[src/logic/line_buf_data_pkg.sv]
// Line buffer pixel data types
`default_nettype none

package line_buf_data_pkg;

	//**************************************************************************
	// Buffer organization
	//**************************************************************************

	// Banks behind the two ports
	localparam int NUM_BANKS = 4;
	// One 8-pixel segment per bank row
	localparam int SEGS_PER_LINE = 4;

	// Bank number and segment slot
	typedef logic [$clog2(NUM_BANKS)-1:0] bank_idx_t;
	typedef logic [$clog2(SEGS_PER_LINE)-1:0] seg_idx_t;

	//**************************************************************************
	// Pixel payload
	//**************************************************************************

	typedef logic [7:0] pixel_t;
	// Four pixels, half a bank row
	typedef logic [4*$bits(pixel_t)-1:0] half_t;
	// Eight pixels, one full bank row
	typedef logic [8*$bits(pixel_t)-1:0] seg_t;
	// Whole line, segment 0 in the top bits
	typedef logic [SEGS_PER_LINE*$bits(seg_t)-1:0] line_t;

	// Row address inside one bank, 128 rows
	typedef logic [6:0] row_addr_t;
	// Bit 1 upper half, bit 0 lower half
	typedef logic [1:0] half_en_t;

endpackage

`default_nettype wire

[src/logic/line_buf_geom_pkg.sv]
// Line buffer block geometry
`default_nettype none

package line_buf_geom_pkg;

	// Block size code
	typedef enum logic [1:0] {
		size_4x4   = 2'b00,
		size_8x8   = 2'b01,
		size_16x16 = 2'b10,
		size_32x32 = 2'b11
	} blk_size_e;

	// 4x4-block coordinate and row index in the block
	typedef logic [3:0] blk_coord_t;
	typedef logic [4:0] blk_idx_t;
	// Rotation of segments over the banks
	typedef logic [1:0] skew_t;

	// Block position, size in the top bits
	typedef struct packed {
		blk_size_e  size;
		blk_coord_t x;
		blk_coord_t y;
		blk_idx_t   idx;
	} blk_pos_t;

	//**************************************************************************
	// Bank mapping
	//**************************************************************************

	// Skew is the size dependent key with its two bits swapped
	function automatic skew_t bank_skew(blk_pos_t pos);
		skew_t key;
		case (pos.size)
			size_4x4, size_8x8: key = pos.x[2:1];
			size_16x16:         key = {pos.x[2], pos.idx[1]};
			default:            key = pos.idx[1:0];
		endcase
		return {key[0], key[1]};
	endfunction

	// Bank that holds segment k
	function automatic line_buf_data_pkg::bank_idx_t seg_bank(blk_pos_t pos,
			line_buf_data_pkg::seg_idx_t k);
		return k + bank_skew(pos);
	endfunction

	// Inverse of seg_bank, segment that lands in bank b
	function automatic line_buf_data_pkg::seg_idx_t bank_seg(blk_pos_t pos,
			line_buf_data_pkg::bank_idx_t b);
		return b - bank_skew(pos);
	endfunction

	// Row of segment k, top bits pick the 32x32 quadrant
	function automatic line_buf_data_pkg::row_addr_t seg_row(blk_pos_t pos,
			line_buf_data_pkg::seg_idx_t k);
		logic [2:0] mid;
		case (pos.size)
			size_4x4:   mid = pos.y[2:0];
			size_8x8:   mid = {pos.y[2:1], pos.idx[2]};
			size_16x16: mid = {pos.y[2], pos.idx[3:2]};
			default:    mid = pos.idx[4:2];
		endcase
		return {pos.y[3], pos.x[3], mid, k};
	endfunction

endpackage

`default_nettype wire

[src/logic/line_write_scatter.sv]
// Port A write scatter
`timescale 1ns/100ps
`default_nettype none

module line_write_scatter (
	input  wire                               clk,
	input  wire                               rst_n,
	input  wire                               wr_en_i,
	input  wire line_buf_geom_pkg::blk_pos_t  wr_pos_i,
	input  wire line_buf_data_pkg::line_t     wr_line_i,
	output line_buf_data_pkg::half_en_t  [line_buf_data_pkg::NUM_BANKS-1:0] bank_we_o,
	output line_buf_data_pkg::row_addr_t [line_buf_data_pkg::NUM_BANKS-1:0] bank_addr_o,
	output line_buf_data_pkg::seg_t      [line_buf_data_pkg::NUM_BANKS-1:0] bank_data_o
);

	// Slice widths inside a line
	localparam int SEG_W  = $bits(line_buf_data_pkg::seg_t);
	localparam int HALF_W = $bits(line_buf_data_pkg::half_t);
	localparam int SEGS   = line_buf_data_pkg::SEGS_PER_LINE;

	// 4x4 mode writes half rows
	logic is_4x4;
	// Half selected by x bit 0 with the upper half for even blocks
	line_buf_data_pkg::half_en_t half_sel;

	assign is_4x4   = (wr_pos_i.size == line_buf_geom_pkg::size_4x4);
	assign half_sel = is_4x4 ? {~wr_pos_i.x[0], wr_pos_i.x[0]} : 2'b11;

	//**************************************************************************
	// Per-bank address, data and enables
	//**************************************************************************

	for (genvar b = 0; b < line_buf_data_pkg::NUM_BANKS; b++) begin : g_bank
		// Segment this bank receives under the current skew
		line_buf_data_pkg::seg_idx_t seg;
		// Full segment and 4-pixel row picked from the line
		line_buf_data_pkg::seg_t  full_seg;
		line_buf_data_pkg::half_t quad_row;

		assign seg = line_buf_geom_pkg::bank_seg(wr_pos_i,
			line_buf_data_pkg::bank_idx_t'(b));

		// Segment k sits at slot k from the top of the line
		assign full_seg = wr_line_i[(SEGS-1-int'(seg))*SEG_W +: SEG_W];
		// 4x4 rows live in the upper half of the line with row 0 on top
		assign quad_row = wr_line_i[(2*SEGS-1-int'(seg))*HALF_W +: HALF_W];

		assign bank_addr_o[b] = line_buf_geom_pkg::seg_row(wr_pos_i, seg);
		// Row copied to both halves so the enable picks the one written
		assign bank_data_o[b] = is_4x4 ? {quad_row, quad_row} : full_seg;
		assign bank_we_o[b]   = wr_en_i ? half_sel : 2'b00;

		// A 4x4 write must hit exactly one half of every bank row
		a_half_onehot: assert property (@(posedge clk) disable iff (!rst_n)
			(wr_en_i && is_4x4) |-> $onehot(bank_we_o[b]));
	end

endmodule

`default_nettype wire

[config.mk]
export PLATFORM = sky130hd
export DESIGN_NAME = line_write_scatter
export DESIGN_NICKNAME = d
export VERILOG_FILES = /design/src/logic/line_buf_data_pkg.sv /design/src/logic/line_buf_geom_pkg.sv /design/src/logic/line_write_scatter.sv
export SDC_FILE = /design/constraint.sdc
export NUM_CORES = 1
export LEC_CHECK = 0
export ABC_AREA = 1
export BUFFER_PORTS_ARGS = -buffer_cell sky130_fd_sc_hd__buf_2
export CAP_MARGIN = 15
export CELL_PAD_IN_SITES_DETAIL_PLACEMENT = 0
export CELL_PAD_IN_SITES_GLOBAL_PLACEMENT = 1
export CORE_AREA = 2 2 222 224
export DETAILED_ROUTE_END_ITERATION = 10
export DIE_AREA = 0 0 224 226
export PLACE_DENSITY = 0.71
export SYNTH_ARGS = -nofsm -noshare
export SYNTH_HDL_FRONTEND = slang
export SYNTH_SLANG_ARGS = --single-unit
[constraint.sdc]
create_clock -name vclk -period 4.7
set_clock_uncertainty 0.1 [all_clocks]
set_input_delay 0.705 -clock vclk [all_inputs]
set_output_delay 0.705 -clock vclk [all_outputs]
set_load 0.02 [all_outputs]
# After elaboration in Yosys (flattened, before gate mapping)
# Index checks and enable logic that the tools add are counted.
# word_totals
ff_bits,0
latchBits,0
ram_bits,0
romBits,0
inputBits,274
out_inout_bits,292
word_cells,33
mem_count,0
# classes
addsub,12
mul,0
n_div,0
magnitude_cmp,0
eq_ne,2
n_shift,8
muxes,8
n_bitwise,1
reduce_logical,2
# ops
operator,n
$shiftx A256 B9 Y32,4
$shiftx A256 B9 Y64,4
$mux W64,4
$sub A3 B2 Y4 const A,4
$sub A2 B2 Y3 const A,4
$pmux W3 S3,1
$mux W2,2
$pmux W2 S2,1
$sub A1 B2 Y2 const A,2
$sub A2 B2 Y2 const A,2
$eq A2 B1 Y1 const B,1
$eq A2 B2 Y1 const B,1
$logic_not A2 Y1,1
$reduce_or A2 Y1,1
$not A1 Y1,1

# Logic depth before layout (Yosys ltp)
# Gate-level depths: netlist of the first run.
# depth
depth_word,7
mapped_depth,12
ltp_nobuf,9

# Least setup slack after synthesis of the first run
# OpenSTA, ideal clock, no wires.
# synth_timing
kind,input to output
startpoint,input wr_pos_i[14] (netlist name)
endpoint,output bank_we_o[2] (netlist name)
t_arrival_ps,2275
required_time_ps,3895
slack_ps,1620
cell_stages,8
n_path_buf,4
path_cell_list,buf_2 -> nor2_1 -> clkinv_1 -> clkbuf_1 -> clkbuf_1 -> nor2_1 -> nor2_1 -> buf_4
# synth_lines
element,line,text
start: declaration,line_write_scatter.sv:9,"input wire line_buf_geom_pkg::blk_pos_t wr_pos_i,"
end: declaration,line_write_scatter.sv:11,"output line_buf_data_pkg::half_en_t [line_buf_data_pkg::NUM_BANKS-1:0] bank_we_o,"

==> tab_implementation.tex, run 1 <==
\begin{tabular}{lr}
\hline
Metric & Value \\
\hline
\multicolumn{2}{l}{\textbf{Status}} \\
Outcome & complete, no violations \\
\multicolumn{2}{l}{\textbf{Cells and area}} \\
Final cell count without fillers & roughly 3700 \\
Filler Cell Count & between 5000 and 6000 \\
Most common cell after layout, fill and taps aside & nand2\_1 \\
Clock buf count & 0 \\
Seq Cell Count & 0 \\
Sequential standard cell area & 0 um\^{}2 \\
Cell area after layout & around 15000 um\^{}2 \\
Synth-to-Final Area Change & 24.1\% \\
Fraction of layout cells with a size suffix above 1 & 19.6\% \\
Final nets & around 3300 \\
Commonest cells after routing, fill and taps aside & nand2\_1, nand3\_1, buf\_2 \\
\multicolumn{2}{l}{\textbf{Power}} \\
Maximum resistive drop on vdd & $\sim$0.13 mV \\
Pwr Density & roughly 200 nW/um\^{}2 \\
Leak & roughly 9.6 nW \\
\multicolumn{2}{l}{\textbf{Detailed routing}} \\
Antenna-violating nets left & 0 \\
Via density per instance & 5.14 \\
Post-Route WL & between 60000 and 70000 um \\
Count of vias placed by the detailed router & about 19000 \\
Routed len/inst & around 16 um \\
DRC violations left & 0 \\
Number of violations reported at the end of detailed-routing iteration 0 & roughly 1500 \\
Length of the first detailed-routing pass in iterations & 6 \\
\multicolumn{2}{l}{\textbf{Floorplanning}} \\
Total Die Area & roughly 51000 um\^{}2 \\
Die width & 224 um \\
Standard-cell rows & roughly 80 \\
Boundary pin count & 566 \\
Total core area & between 40000 and 50000 um\^{}2 \\
Die H & 226 um \\
Initial cell density of the core & between 20\% and 30\% \\
\multicolumn{2}{l}{\textbf{Run}} \\
Max-capacitance violation count & 0 \\
\multicolumn{2}{l}{\textbf{Worst setup path}} \\
Worst setup EP type & primary output \\
Worst setup path start & wr\_pos\_i[14] \\
Critical path start-end classification & in -> out \\
Worst setup path endpoint & bank\_data\_o[149] \\
Maximum fanout count along the critical path & 57 \\
Nature of the critical path startpoint & input pin \\
Req. time, crit path & between 3 and 4 ns \\
Critical Path AT & roughly 3.1 ns \\
\multicolumn{2}{l}{\textbf{Yosys}} \\
Mapped Nets & about 3000 \\
Average instance area after synthesis & approximately 4.3 um\^{}2 \\
Number of distinct standard cells referenced by the synthesized netlist & 14 \\
Synthesized area & $\sim$12000 um\^{}2 \\
Syn Inst Count & about 2700 \\
Yosys warning total & 0 \\
Seq/Total Area, Yosys & 0\% \\
\multicolumn{2}{l}{\textbf{Timing}} \\
Worst rel slew slack & between 20\% and 30\% \\
Slew at the pin closest to its max-slew limit & 1.11 ns \\
Number of hold violations in the final report & 0 \\
Crit share post-route & between 80\% and 90\% \\
Count of final max-slew check failures & 0 \\
Setup violators final & 0 \\
Post-layout min period & 3.95 ns \\
Maximum frequency from static timing analysis & $\sim$0.25 GHz \\
Setup repair after global routing missed its margin & no \\
Sum Neg Setup Slack & 0 ns \\
\multicolumn{2}{l}{\textbf{Placement}} \\
Number of placed instances, taps included & $\sim$3700 \\
Standard cell area after detailed placement & between 10000 and 15000 um\^{}2 \\
Half-perimeter wire length after placement & between 40000 and 50000 um \\
Gpl congestion & between 0.8 and 0.9 \\
Number of buffers added on ports & around 550 \\
\multicolumn{2}{l}{\textbf{Clocking}} \\
Post-cts hold buffer count & 0 \\
Post-CTS resize count & 0 \\
Setup bufs post-CTS & 0 \\
\multicolumn{2}{l}{\textbf{Global route}} \\
Via count of the first global-routing pass & around 17000 \\
Pin count of the biggest net entering global routing & 213 \\
Combined global-route utilization of all metal layers & approximately 22\% \\
Initial antenna violation count & 5 \\
Global-route wire length before repair & 93100 um \\
Aggregate global routing overflow & 0 \\
\multicolumn{2}{l}{\textbf{Min path}} \\
Classification of the worst-slack hold path & in -> out \\
\hline
\end{tabular}
[logic make-up (layout without fill, tap and decap cells)]
logic type / Yosys count / after routing / synth area share, %
and+or+nand+nor: 2174 / 2174 / 79.6
other: 0 / 3 / 0
muxes: 1 / 1 / 0.0961
AOI/OAI and AO/OA: 65 / 65 / 2.78
buffers and inverters: 483 / 811 / 17.5
[power by group]
group | leakage (nW) | switching (mW) | total (mW) | internal, mW
Combinational | 9.55 | 2.00 | 2.90 | 0.898
Clock | 0.0000190 | 0 | 0.0000000854 | 0.0000000854
Sequential | 0 | 0 | 0 | 0
[worst min path at each step]
stage                 start              end  slack (ns)  cells after the start
2_1_floorplan  wr_pos_i[12]  bank_addr_o[12]        1.42                      1
3_3_place_gp   wr_pos_i[12]   bank_addr_o[5]        1.31                      0
3_5_place_dp   wr_pos_i[12]   bank_addr_o[5]        1.31                      0
4_1_cts        wr_pos_i[12]   bank_addr_o[5]        1.31                      0
5_1_grt         wr_pos_i[8]  bank_addr_o[27]        1.31                      0
6_report       wr_pos_i[12]   bank_addr_o[5]        1.31                      0
[per-stage QoR]
step                      hold WS, ns  power, mW  setup slack, ns  utilization (%)
after global placement           1.31       2.90            0.707             30.1
after detailed placement         1.31       2.89            0.701             30.1
after floorplan                  1.42       1.95             1.62                -
after CTS                        1.31       2.90            0.690             30.1
final                            1.31       2.90            0.753             30.1
after global routing             1.31       3.20            0.537             30.1
[cells in the mapped netlist, types with 4 or more instances]
master | number | area, um^2
clkbuf_1 | 101 | 379
o21ai_1 | 14 | 70.1
nand3_1 | 933 | 4670
buf_1 | 17 | 63.8
o21ai_0 | 50 | 250
buf_2 | 108 | 541
nand2_1 | 1236 | 4640
inv_1 | 229 | 860
nor2_1 | 4 | 15.0
buf_4 | 27 | 203
[per-layer routing]
metal	vias up	track usage, %	part of all wire, %
li1	9382	-	-
met5	-	0	0.068
met1	8521	28.9	42
met3	123	2.67	7.6
met2	865	38.4	47
met4	6	6.75	3.2
[cell type report]
type	instances	area, um^2	share of cell area (%)
inverters	230	871	5.99
diodes	3	7.51	0.0516
repair buffers	581	3110	21.4
multi-input cells	2240	9770	67.2
well taps	622	778	5.35
[critical path: stages]
cell     delay [ns]
buf_2          0.23
nand2_1        0.23
nand2_2        0.15
nand2_4        0.21
nand2_4        0.31
buf_4          0.56
nand3_1        0.15
nand2_1        0.11
nand2_1        0.07
nand2_1        0.16
buf_2          0.18
No activity file was read; power rests on OpenSTA's default activity.
==> run 2, diff against run 1 <==
- PLACE_DENSITY: 0.71 -> 0.74
- clock period: 4.7 -> 3.38 ns (I/O delays scaled with it)
==> run 2 against run 1 <==
Wire length shrank 0.52%. Combinational power is 43% higher. Core utilization is 1.1 points higher. Worst setup slack worse by 0.55 ns. Critical path type unchanged.
==> tab_implementation.tex, run 2 (same netlist as run 1, synthesis figures left out) <==
\begin{tabular}{lr}
\hline
Metric & Value \\
\hline
\multicolumn{2}{l}{\textbf{Floorplanning}} \\
Die width & 224 um \\
Boundary pin count & about 570 \\
Total Die Area & slightly above 50000 um\^{}2 \\
Die H & between 200 and 250 um \\
Total core area & 48300 um\^{}2 \\
Standard-cell rows & just over 80 \\
Initial cell density of the core & between 20\% and 30\% \\
\multicolumn{2}{l}{\textbf{Run}} \\
Max-capacitance violation count & 0 \\
\multicolumn{2}{l}{\textbf{Detailed routing}} \\
Number of violations reported at the end of detailed-routing iteration 0 & around 1700 \\
Via density per instance & 5.14 \\
DRC violations left & 0 \\
Routed len/inst & between 15 and 20 um \\
Count of vias placed by the detailed router & 19107 \\
Length of the first detailed-routing pass in iterations & 7 \\
Total routed wire length on the met1 layer & 25500 um \\
Sum of met3 wire segment lengths after detailed routing & around 4300 um \\
Detailed route wirelength on metal2 & about 29000 um \\
DR top layer & met5 \\
Antenna-violating nets left & 0 \\
Post-Route WL & approximately 60000 um \\
\multicolumn{2}{l}{\textbf{Timing}} \\
Worst setup slack after layout & approximately 0.2 ns \\
Sum Neg Setup Slack & 0 ns \\
Post-layout min period & approximately 3.2 ns \\
Setup violators final & 0 \\
Slew at the pin closest to its max-slew limit & 0.586 ns \\
Worst hold slack across all endpoints & $\sim$0.9 ns \\
Count of final max-slew check failures & 0 \\
Crit share post-route & 94.1\% \\
Worst rel slew slack & between 60\% and 70\% \\
Number of hold violations in the final report & 0 \\
Maximum frequency from static timing analysis & approximately 0.31 GHz \\
Setup repair after global routing missed its margin & no \\
\multicolumn{2}{l}{\textbf{Power}} \\
Pwr Density & $\sim$270 nW/um\^{}2 \\
Register share of total power & 0\% \\
Internal power summed over all cells & 1.33 mW \\
Net switching fraction of the power & 67.8\% \\
Leak & around 9.8 nW \\
Switching power summed over all nets & around 2.8 mW \\
Clock share of power & 0\% \\
Maximum resistive drop on vdd & $\sim$0.14 mV \\
Comb pwr share & between 90\% and 100\% \\
\multicolumn{2}{l}{\textbf{Status}} \\
Outcome & complete, no violations \\
\multicolumn{2}{l}{\textbf{Cells and area}} \\
Seq Cell Count & 0 \\
Final nets & around 3400 \\
Sequential standard cell area & 0 um\^{}2 \\
Final cell utilization of the core & a little under a third \\
Fraction of layout cells with a size suffix above 1 & 20.7\% \\
Synth-to-Final Area Change & 28.5\% \\
Most common cell after layout, fill and taps aside & nand2\_1 \\
Filler Cell Count & between 5000 and 6000 \\
Commonest cells after routing, fill and taps aside & nand2\_1, nand3\_1, buf\_2 \\
Clock buf count & 0 \\
Final cell count without fillers & 3717 \\
\multicolumn{2}{l}{\textbf{Worst setup path}} \\
Worst setup path start & wr\_pos\_i[14] \\
Maximum fanout count along the critical path & between 50 and 60 \\
Req. time, crit path & around 2.8 ns \\
Worst setup EP type & primary output \\
Nature of the critical path startpoint & input pin \\
Critical Path AT & approximately 2.6 ns \\
Critical path start-end classification & in -> out \\
\multicolumn{2}{l}{\textbf{Global route}} \\
Via count of the first global-routing pass & roughly 17000 \\
Pin count of the biggest net entering global routing & between 100 and 150 \\
Aggregate global routing overflow & 0 \\
Initial antenna violation count & 5 \\
Global-route wire length before repair & $\sim$92000 um \\
Combined global-route utilization of all metal layers & roughly 22\% \\
\multicolumn{2}{l}{\textbf{Placement}} \\
Number of placed instances, taps included & between 3000 and 4000 \\
Half-perimeter wire length after placement & about 46000 um \\
Worst slack at placement & 0.261 ns \\
Number of buffers added on ports & around 550 \\
Gpl congestion & between 0.9 and 1 \\
\multicolumn{2}{l}{\textbf{Clocking}} \\
Post-cts hold buffer count & 0 \\
Setup bufs post-CTS & 0 \\
Post-CTS resize count & 0 \\
\multicolumn{2}{l}{\textbf{Min path}} \\
Classification of the worst-slack hold path & in -> out \\
Hold Path Origin & wr\_pos\_i[12] \\
\hline
\end{tabular}
run 2: changes by cell type in the layout (fill, tap and decap cells not counted):
cell,before,now
buf_4,16,40
buf_12,11,28
nand2_2,2,3
nand2_4,8,7
run 2: worst max-delay path, stage by stage:
cell     delay (ns)
buf_2          0.25
nand2_1        0.20
nand2_4        0.24
nand2_4        0.15
buf_12         0.21
buf_12         0.22
o21ai_0        0.31
nand2_1        0.08
nand3_1        0.08
nand2_1        0.08
buf_2          0.17
run 2: power by group through the flow:
stage	Combinational [mW]	Sequential (mW)	Clock, mW
finish	4.14	0	0.000000119
global placement	4.11	0	0
CTS	4.12	0	0
floorplan	2.72	0	0
detailed placement	4.11	0	0
global route	4.54	0	0.0000000395
run 2: final timing paths:
kind                              end  cells past startpoint
worst min-delay path  bank_addr_o[26]                      0
worst max-delay path  bank_data_o[81]                     11
run 2: final cells by class:
type               instances  area (um^2)  area share [%]
well taps                622          778            5.17
inverters                230          871            5.78
repair buffers           622         3630            24.1
diodes                     3         7.51          0.0499
multi-input cells       2240         9770            64.9
run 2: stage by stage:
step | area (um^2) | power (mW)
detailed placement | 15100 | 4.11
finish | 15100 | 4.14
global route | 15100 | 4.54
CTS | 15100 | 4.12
global placement | 15100 | 4.11
floorplan | 11700 | 2.72
run 2: metal layers:
metal  GRT usage, %  vias up
met3           2.51      115
met2           38.4      893
li1               -     9471
met5              0        -
met1           28.6     8624
met4           6.22        4
